### config.mk
export PLATFORM = sky130hd
export DESIGN_NAME = oscillator_display
export DESIGN_NICKNAME = d
export VERILOG_FILES = /design/src/source/plot_pkg.sv /design/src/source/osc_pkg.sv /design/src/source/oscillator_display.sv /design/src/source/trace_plotter.sv /design/src/source/sample_fifo.sv /design/src/source/spring_solver.sv
export SDC_FILE = /design/constraint.sdc
export NUM_CORES = 2
export LEC_CHECK = 0
export ABC_AREA = 1
export BUFFER_PORTS_ARGS = -buffer_cell sky130_fd_sc_hd__clkbuf_2
export CAP_MARGIN = 30
export CORE_ASPECT_RATIO = 0.5
export CORE_MARGIN = 4
export CORE_UTILIZATION = 50
export CTS_CLUSTER_SIZE = 24
export DETAILED_ROUTE_END_ITERATION = 8
export GPL_ROUTABILITY_DRIVEN = 0
export HOLD_SLACK_MARGIN = 0.05
export PLACE_DENSITY = 0.72
export SETUP_SLACK_MARGIN = 0.05
export SLEW_MARGIN = 40
export SYNTH_ARGS = -nofsm -noshare
export SYNTH_HDL_FRONTEND = slang
export SYNTH_SLANG_ARGS = --single-unit
### constraint.sdc
create_clock -name AnalogClock -period 15.85 [get_ports AnalogClock]
set_input_delay 3.17 -clock AnalogClock [delete_from_list [all_inputs] [get_ports AnalogClock]]
set_output_delay 3.17 -clock AnalogClock [all_outputs]
set_load 0.01 [all_outputs]
### src/source/plot_pkg.sv
`default_nettype none

package plot_pkg;

  // 640 x 480 screen fits these coordinate widths
  localparam int COL_W = 10;
  localparam int ROW_W = 9;

  // top position bits used as row offset, about +-16 rows of swing
  localparam int ROW_BITS = 5;

  // base row of a trace plus the signed offset, sign extended to ROW_W
  function automatic logic [ROW_W-1:0] trace_row(
    input logic        [ROW_W-1:0]    base,
    input logic signed [ROW_BITS-1:0] ofs
  );
    return base + {{(ROW_W - ROW_BITS){ofs[ROW_BITS-1]}}, ofs};
  endfunction

endpackage

`default_nettype wire

### src/source/osc_pkg.sv
`default_nettype none

package osc_pkg;

  // signed fixed point, 2 integer bits and 16 fraction bits
  localparam int STATE_W = 18;
  localparam int FRAC_W  = 16;

  // full width of one coefficient times state product
  localparam int PROD_W = 2 * STATE_W;

  typedef logic signed [STATE_W-1:0] state_t;

  // fixed point multiply
  // full signed product, arithmetic shift by FRAC_W, low STATE_W bits kept
  function automatic state_t fx_mul(
    input state_t a,
    input state_t b
  );
    logic signed [PROD_W-1:0] prod;
    prod = a * b;
    return state_t'(prod >>> FRAC_W);
  endfunction

endpackage

`default_nettype wire
### src/source/oscillator_display.sv
`timescale 1ns/1ps
`default_nettype none

module oscillator_display #(
  parameter int FIFO_DEPTH = 8,  // power of two
  parameter int DT_SHIFT   = 9,
  parameter int STEP_DIV   = 32,
  parameter int SCREEN_W   = 640,
  parameter int X1_ROW     = 160,
  parameter int X2_ROW     = 400
) (
  input  logic                       AnalogClock,
  input  logic                       reset,
  input  logic                       load,
  input  osc_pkg::state_t            k1,
  input  osc_pkg::state_t            kmid,
  input  osc_pkg::state_t            k2,
  input  osc_pkg::state_t            damp,
  input  osc_pkg::state_t            x1_init,
  input  osc_pkg::state_t            x2_init,
  input  osc_pkg::state_t            v1_init,
  input  osc_pkg::state_t            v2_init,
  input  logic                       pix_ready,
  output logic                       pix_valid,
  output logic [plot_pkg::COL_W-1:0] pix_col,
  output logic [plot_pkg::ROW_W-1:0] pix_row,
  output logic                       pix_trace
);
  import osc_pkg::*;

  logic   push;
  state_t s_x1;
  state_t s_x2;
  logic   credit_return;
  logic   not_empty;
  state_t q_x1;
  state_t q_x2;
  logic   pop;

  spring_solver #(
    .FIFO_DEPTH (FIFO_DEPTH),
    .DT_SHIFT   (DT_SHIFT),
    .STEP_DIV   (STEP_DIV)
  ) i_solver (
    .AnalogClock   (AnalogClock),
    .reset         (reset),
    .load          (load),
    .k1            (k1),
    .kmid          (kmid),
    .k2            (k2),
    .damp          (damp),
    .x1_init       (x1_init),
    .x2_init       (x2_init),
    .v1_init       (v1_init),
    .v2_init       (v2_init),
    .credit_return (credit_return),
    .push          (push),
    .s_x1          (s_x1),
    .s_x2          (s_x2)
  );

  // load also flushes buffered samples
  sample_fifo #(
    .FIFO_DEPTH (FIFO_DEPTH)
  ) i_fifo (
    .AnalogClock   (AnalogClock),
    .reset         (reset),
    .clear         (load),
    .push          (push),
    .d_x1          (s_x1),
    .d_x2          (s_x2),
    .pop           (pop),
    .not_empty     (not_empty),
    .q_x1          (q_x1),
    .q_x2          (q_x2),
    .credit_return (credit_return)
  );

  trace_plotter #(
    .SCREEN_W (SCREEN_W),
    .X1_ROW   (X1_ROW),
    .X2_ROW   (X2_ROW)
  ) i_plotter (
    .AnalogClock (AnalogClock),
    .reset       (reset),
    .clear       (load),
    .not_empty   (not_empty),
    .q_x1        (q_x1),
    .q_x2        (q_x2),
    .pop         (pop),
    .pix_ready   (pix_ready),
    .pix_valid   (pix_valid),
    .pix_col     (pix_col),
    .pix_row     (pix_row),
    .pix_trace   (pix_trace)
  );

endmodule

`default_nettype wire

### src/source/trace_plotter.sv
`timescale 1ns/1ps
`default_nettype none

module trace_plotter #(
  parameter int SCREEN_W = 640,
  parameter int X1_ROW   = 160,
  parameter int X2_ROW   = 400
) (
  input  logic                       AnalogClock,
  input  logic                       reset,
  input  logic                       clear,
  input  logic                       not_empty,
  input  osc_pkg::state_t            q_x1,
  input  osc_pkg::state_t            q_x2,
  output logic                       pop,
  input  logic                       pix_ready,
  output logic                       pix_valid,
  output logic [plot_pkg::COL_W-1:0] pix_col,
  output logic [plot_pkg::ROW_W-1:0] pix_row,
  output logic                       pix_trace
);
  import osc_pkg::*;
  import plot_pkg::*;

  localparam logic [1:0] ST_IDLE = 2'd0;
  localparam logic [1:0] ST_X1   = 2'd1;
  localparam logic [1:0] ST_X2   = 2'd2;

  localparam logic [ROW_W-1:0] X1_BASE  = ROW_W'(X1_ROW);
  localparam logic [ROW_W-1:0] X2_BASE  = ROW_W'(X2_ROW);
  localparam logic [COL_W-1:0] LAST_COL = COL_W'(SCREEN_W - 1);

  logic [1:0]       state;
  logic [COL_W-1:0] col;
  state_t           lat_x1;  // sample taken at pop
  state_t           lat_x2;
  state_t           cur_pos;
  logic [ROW_W-1:0] cur_base;

  assign pop = (state == ST_IDLE) && not_empty;

  // write fields come straight from registers, so they hold under back-pressure
  assign cur_pos   = (state == ST_X2) ? lat_x2 : lat_x1;
  assign cur_base  = (state == ST_X2) ? X2_BASE : X1_BASE;
  assign pix_valid = (state != ST_IDLE);
  assign pix_trace = (state == ST_X2);  // 0 is the x1 trace
  assign pix_col   = col;
  assign pix_row   = trace_row(cur_base, cur_pos[STATE_W-1 -: ROW_BITS]);

  always_ff @(posedge AnalogClock)
  begin
    if (pop)
    begin
      lat_x1 <= q_x1;
      lat_x2 <= q_x2;
    end
  end

  always_ff @(posedge AnalogClock)
  begin
    if (reset || clear)
    begin
      state <= ST_IDLE;
      col   <= '0;
    end
    else
    begin
      case (state)
        ST_IDLE:
          if (not_empty)
            state <= ST_X1;
        ST_X1:
          if (pix_ready)
            state <= ST_X2;
        ST_X2:
          if (pix_ready)
          begin
            state <= ST_IDLE;
            col   <= (col == LAST_COL) ? '0 : col + 1'b1;  // next sample column
          end
        default:
          state <= ST_IDLE;
      endcase
    end
  end

endmodule

`default_nettype wire

### src/source/sample_fifo.sv
`timescale 1ns/1ps
`default_nettype none

module sample_fifo #(
  parameter int FIFO_DEPTH = 8
) (
  input  logic            AnalogClock,
  input  logic            reset,
  input  logic            clear,
  input  logic            push,
  input  osc_pkg::state_t d_x1,
  input  osc_pkg::state_t d_x2,
  input  logic            pop,
  output logic            not_empty,
  output osc_pkg::state_t q_x1,
  output osc_pkg::state_t q_x2,
  output logic            credit_return
);
  import osc_pkg::*;

  localparam int ADDR_W = $clog2(FIFO_DEPTH);

  state_t mem_x1 [FIFO_DEPTH];
  state_t mem_x2 [FIFO_DEPTH];

  // one extra pointer bit tells full from empty
  logic [ADDR_W:0] wr_ptr;
  logic [ADDR_W:0] rd_ptr;
  logic            wr_en;
  logic            rd_en;

  assign wr_en = push && !clear;  // credit loop keeps the buffer from overflowing
  assign rd_en = pop && not_empty && !clear;

  assign not_empty = (wr_ptr != rd_ptr);
  assign q_x1      = mem_x1[rd_ptr[ADDR_W-1:0]];  // oldest entry
  assign q_x2      = mem_x2[rd_ptr[ADDR_W-1:0]];

  always_ff @(posedge AnalogClock)
  begin
    if (wr_en)
    begin
      mem_x1[wr_ptr[ADDR_W-1:0]] <= d_x1;
      mem_x2[wr_ptr[ADDR_W-1:0]] <= d_x2;
    end
  end

  always_ff @(posedge AnalogClock)
  begin
    if (reset || clear)
    begin
      wr_ptr <= '0;
      rd_ptr <= '0;
    end
    else
    begin
      if (wr_en)
        wr_ptr <= wr_ptr + 1'b1;
      if (rd_en)
        rd_ptr <= rd_ptr + 1'b1;
    end
  end

  // one credit back per entry read out
  always_ff @(posedge AnalogClock)
  begin
    if (reset || clear)
      credit_return <= 1'b0;
    else
      credit_return <= rd_en;
  end

endmodule

`default_nettype wire

### src/source/spring_solver.sv
`timescale 1ns/1ps
`default_nettype none

module spring_solver #(
  parameter int FIFO_DEPTH = 8,
  parameter int DT_SHIFT   = 9,
  parameter int STEP_DIV   = 32
) (
  input  logic            AnalogClock,
  input  logic            reset,
  input  logic            load,
  input  osc_pkg::state_t k1,
  input  osc_pkg::state_t kmid,
  input  osc_pkg::state_t k2,
  input  osc_pkg::state_t damp,
  input  osc_pkg::state_t x1_init,
  input  osc_pkg::state_t x2_init,
  input  osc_pkg::state_t v1_init,
  input  osc_pkg::state_t v2_init,
  input  logic            credit_return,
  output logic            push,
  output osc_pkg::state_t s_x1,
  output osc_pkg::state_t s_x2
);
  import osc_pkg::*;

  localparam int CRED_W = $clog2(FIFO_DEPTH + 1);
  localparam int STEP_W = (STEP_DIV > 1) ? $clog2(STEP_DIV) : 1;

  state_t x1;
  state_t x2;
  state_t v1;
  state_t v2;

  state_t dx;
  state_t coupling;
  state_t a1;
  state_t a2;
  state_t x1_next;
  state_t x2_next;
  state_t v1_next;
  state_t v2_next;

  logic [STEP_W-1:0] step_cnt;
  logic              step_opp;
  logic              step_pend;  // opportunity waiting for a credit
  logic              do_step;
  logic [CRED_W-1:0] credits;

  // one Euler step, both masses share the coupling term
  always_comb
  begin
    dx       = x2 - x1;
    coupling = fx_mul(kmid, dx);
    a1       = coupling - fx_mul(k1, x1) - fx_mul(damp, v1);
    a2       = -coupling - fx_mul(k2, x2) - fx_mul(damp, v2);
    v1_next  = v1 + (a1 >>> DT_SHIFT);
    v2_next  = v2 + (a2 >>> DT_SHIFT);
    x1_next  = x1 + (v1 >>> DT_SHIFT);  // uses the old velocity
    x2_next  = x2 + (v2 >>> DT_SHIFT);
  end

  assign step_opp = (step_cnt == STEP_W'(STEP_DIV - 1));
  assign do_step  = (step_opp || step_pend) && (credits != '0) && !load;

  // sample goes out in the same cycle the states advance
  assign push = do_step;
  assign s_x1 = x1_next;
  assign s_x2 = x2_next;

  // free running step enable counter
  always_ff @(posedge AnalogClock)
  begin
    if (reset)
      step_cnt <= '0;
    else if (step_opp)
      step_cnt <= '0;
    else
      step_cnt <= step_cnt + 1'b1;
  end

  always_ff @(posedge AnalogClock)
  begin
    if (reset || load)
      step_pend <= 1'b0;
    else if (do_step)
      step_pend <= 1'b0;
    else if (step_opp)
      step_pend <= 1'b1;  // no credit, hold the step
  end

  // credits mirror the free fifo slots
  always_ff @(posedge AnalogClock)
  begin
    if (reset || load)
      credits <= CRED_W'(FIFO_DEPTH);
    else
    begin
      case ({credit_return, do_step})
        2'b10:   credits <= credits + 1'b1;
        2'b01:   credits <= credits - 1'b1;
        default: credits <= credits;  // none or both
      endcase
    end
  end

  always_ff @(posedge AnalogClock)
  begin
    if (reset || load)
    begin
      x1 <= x1_init;
      x2 <= x2_init;
      v1 <= v1_init;
      v2 <= v2_init;
    end
    else if (do_step)
    begin
      x1 <= x1_next;
      x2 <= x2_next;
      v1 <= v1_next;
      v2 <= v2_next;
    end
  end

endmodule

`default_nettype wire

==> impl_metrics.py <==
metrics = {
    "setup_path": {
        "crit_arrival_ns": 13.59,
        "path_class": "in2reg",
        "worstRegToRegCells": 62,
        "timing.critical_path.from_type": "input pin",
        "path_max_fanout": 15,
        "cp_common_cell": "sky130_fd_sc_hd__nand2_1",
        "worst_setup_path_end_kind": "register",
        "worstPathRequired_ns": 16.05,
        "slowest_delay_ns": 0.69,
        "crit_reg_reg_endpoint": "i_solver.v1[15]$_DFFE_PP_",
        "timing.rr.start": "i_solver.x1[0]$_DFFE_PP_",
        "timing.critical_path.slowest_stage_cell": "sky130_fd_sc_hd__fa_1",
        "register_to_register_path_setup_slack_ns": 2.46,
    },
    "timing": {
        "finalWorstPathRequiredPeriod_ns": 13.39,
        "report.final.hold_viol_count": 0,
        "rsz0062_at_grt": "no",
        "timing.slew.headroom": 0.416,
        "setup_viol": 0,
        "maxClockFrequency_ghz": 0.0747,
        "timing.final.ws_setup_ns": 2.46,
        "final-max-slew-violation-count": 0,
        "tightest_slew_ns": 0.876,
        "setup_total_negative_slack_ns": 0,
        "clock-skew-final_ns": 0.0419,
        "final_period_util": 0.845,
    },
    "drt": {
        "route.detailed.drc": 0,
        "drt-initial-drc-count": 3981,
        "drt-total-wl_mm": 184,
        "route.detailed.wl_per_inst_microns": 17.8,
        "ant_nets": 0,
        "vias": 53800,
        "avgViaCountPerCell": 5.19,
        "drt_first_pass_iters": 6,
    },
    "clock_network": {
        "cts_root_buf": "sky130_fd_sc_hd__clkbuf_16",
        "clkTransAtPathRegs_ns": 0.08,
        "post_cts.resized_instances": 0,
        "numCtsBuffers": 17,
        "cts_hold_repair.buffers": 0,
        "htree_levels": 4,
        "tritoncts_clock_tree": "done",
        "clk-insertion-delay-late_ns": 0.50,
        "numClockSinks": 193,
        "cts.repair_timing.setup_buffer_count": 0,
        "cts.path.max_buffers": 2,
    },
    "min_path": {
        "hold_path_startpoint": "i_fifo.rd_ptr[0]$_SDFFE_PP0P_",
        "worstHoldPathType": "reg2reg",
        "min_delay_path_depth": 1,
        "holdPathEnd": "i_fifo.rd_ptr[0]$_SDFFE_PP0P_",
    },
    "global_routing": {
        "grt_pass1_vias": 56400,
        "gr-total-overflow": 0,
        "grt_max_degree": 63,
        "grt_antenna_before_repair": 5,
        "grtUsageTotal": 0.258,
        "first_pass_grt_wire_length_mm": 302,
    },
    "yosys": {
        "synth.largest_area_cell": "sky130_fd_sc_hd__fa_1",
        "ys_top_cells_by_count": "2,371 x sky130_fd_sc_hd__inv_1, 2,051 x sky130_fd_sc_hd__nand2_1, 1,607 x sky130_fd_sc_hd__fa_1",
        "synth_cell_types": 61,
        "post-synth-top-count-cell": "sky130_fd_sc_hd__inv_1",
        "synth_top_area_frac": 0.454,
        "synthArstFlopShare": 0,
        "yosys-top-cells-area": "sky130_fd_sc_hd__fa_1 45%, sky130_fd_sc_hd__inv_1 13%, sky130_fd_sc_hd__nand2_1 11%",
        "ys_warn_count": 0,
        "yosysSeqAreaShare": 0.0775,
        "avgSynthCellArea_sq_um": 8.27,
        "synth_enable_flop_cells": 162,
        "syn-instance-count": 8559,
        "synth_fp_nets": 10900,
        "synth_area_sq_um": 70800,
        "synth_flop_cell": "sky130_fd_sc_hd__edfxtp_1",
        "ys_seq_elements": 193,
    },
    "final_layout": {
        "fin_nets": 10800,
        "layout.filler_cells": 12800,
        "stdcell_count": 10400,
        "finish.instance_area_sq_um": 74100,
        "syn2layout_area_growth_pct": 4.60,
        "layout.area.seq_sq_um": 5490,
        "drive_above_1_share": 0.0473,
        "multiInputGateArea_sq_um": 55100,
    },
    "floorplan": {
        "die-area_sq_um": 148000,
        "die_w_microns": 540,
        "die_y_microns": 274,
        "boundary_pins": 169,
        "floorplan.initialDensity": 0.505,
        "fp-row-count": 97,
        "core_footprint_sq_um": 140000,
    },
    "placement": {
        "placed_cell_area_sq_um": 73400,
        "detailedPlace.worstSlack_ns": 2.18,
        "dp.final_hpwl_mm": 152,
        "io_buffer_count": 166,
        "placedCellCount": 10300,
    },
    "run": {
        "drv_cap": 0,
    },
    "run_status": {
        "outcome": "finished clean",
    },
}
## critical path: cells and delay by family
family / cells / cell delay, ns
fa+ha+maj: 10 / 4.89
simple gates: 24 / 2.80
buf+inv: 10 / 1.23
compound gates: 6 / 0.90
xor+xnor: 1 / 0.58
## registers in the layout, indices dropped and copies added, names as in the netlist, 2 cells and up
name               cells
i_plotter.state        2
i_solver.x1           18
i_solver.x2           18
i_fifo.wr_ptr          4
i_fifo.rd_ptr          4
i_plotter.lat_x1       5
i_plotter.lat_x2       5
i_solver.credits       4
i_solver.v1           18
i_fifo.mem_x1         40
i_solver.step_cnt      5
i_fifo.mem_x2         40
i_solver.v2           18
i_plotter.pix_col     10
## how the worst max path moves through the flow
stage	from	end	slack, ns	cells after the start
after global placement	damp[13]	i_solver.v1[14]$_DFFE_PP_	2.40	52
after global routing	kmid[17]	i_solver.v1[15]$_DFFE_PP_	1.63	51
after detailed placement	kmid[17]	i_solver.v1[15]$_DFFE_PP_	2.18	51
after floorplan	k1[13]	i_solver.v1[15]$_DFFE_PP_	3.34	55
final	kmid[17]	i_solver.v1[15]$_DFFE_PP_	2.46	51
after CTS	kmid[17]	i_solver.v1[17]$_DFFE_PP_	2.64	47
## metal layers
layer,GRT usage,vias up,wire [microns]
met5,0,-,0
met4,0.0787,0,6390
met3,0.0529,344,17200
met2,0.414,2169,83600
met1,0.353,26800,77200
li1,-,24500,-
## kinds of logic (layout without fill, tap and decap cells)
| group | Yosys count | in the layout | share of synthesized area |
|---|---|---|---|
| buffers and inverters | 2739 | 2662 | 0.146 |
| other | 2 | 8 | 0.000106 |
| AO/OA/AOI/OAI | 575 | 575 | 0.0457 |
| adder cells (fa/ha/maj) | 2178 | 2178 | 0.555 |
| XOR/XNOR | 214 | 214 | 0.0267 |
| flip-flops | 193 | 193 | 0.0775 |
| AND/OR/NAND/NOR | 2658 | 2658 | 0.149 |
## cells in the final DEF, fill, tap and decap left out, types with 10 or more instances in the layout
| cell type | count |
|---|---|
| sky130_fd_sc_hd__o31ai_1 | 13 |
| sky130_fd_sc_hd__nand4_1 | 32 |
| sky130_fd_sc_hd__clkbuf_2 | 153 |
| sky130_fd_sc_hd__nand2_1 | 2050 |
| sky130_fd_sc_hd__clkbuf_4 | 13 |
| sky130_fd_sc_hd__a21oi_1 | 262 |
| sky130_fd_sc_hd__nand3_1 | 115 |
| sky130_fd_sc_hd__o21bai_1 | 21 |
| sky130_fd_sc_hd__xnor2_1 | 78 |
| sky130_fd_sc_hd__buf_4 | 80 |
| sky130_fd_sc_hd__a31oi_1 | 30 |
| sky130_fd_sc_hd__nor2_1 | 321 |
| sky130_fd_sc_hd__nor2_2 | 10 |
| sky130_fd_sc_hd__ha_1 | 571 |
| sky130_fd_sc_hd__clkbuf_16 | 19 |
| sky130_fd_sc_hd__dfxtp_1 | 31 |
| sky130_fd_sc_hd__nor3_1 | 27 |
| sky130_fd_sc_hd__inv_1 | 2370 |
| sky130_fd_sc_hd__fa_1 | 1607 |
| sky130_fd_sc_hd__nand2_2 | 22 |
| sky130_fd_sc_hd__nand3b_1 | 12 |
| sky130_fd_sc_hd__o21ai_0 | 172 |
| sky130_fd_sc_hd__edfxtp_1 | 162 |
| sky130_fd_sc_hd__or2_2 | 38 |
| sky130_fd_sc_hd__o22ai_1 | 10 |
| sky130_fd_sc_hd__a21o_1 | 16 |
| sky130_fd_sc_hd__xor2_1 | 123 |
## final cells by class
cell class	count	area share
diodes	6	0.000203
clock buffers	20	0.00661
clock inverters	12	0.00182
inverters	2380	0.121
multi-input cells	5627	0.744
flip-flops and latches	193	0.0741
well taps	1881	0.0318
repair buffers	250	0.0204
## through the flow
step,utilization,hold slack [ns]
floorplan,-,0.418
global placement,0.522,0.432
detailed placement,0.523,0.440
CTS,0.527,0.453
global route,0.528,0.483
finish,0.528,0.453
Power is left out: the tool's default activity adds up to more than one toggle a clock period on the data nets, which glitch-free logic cannot reach.
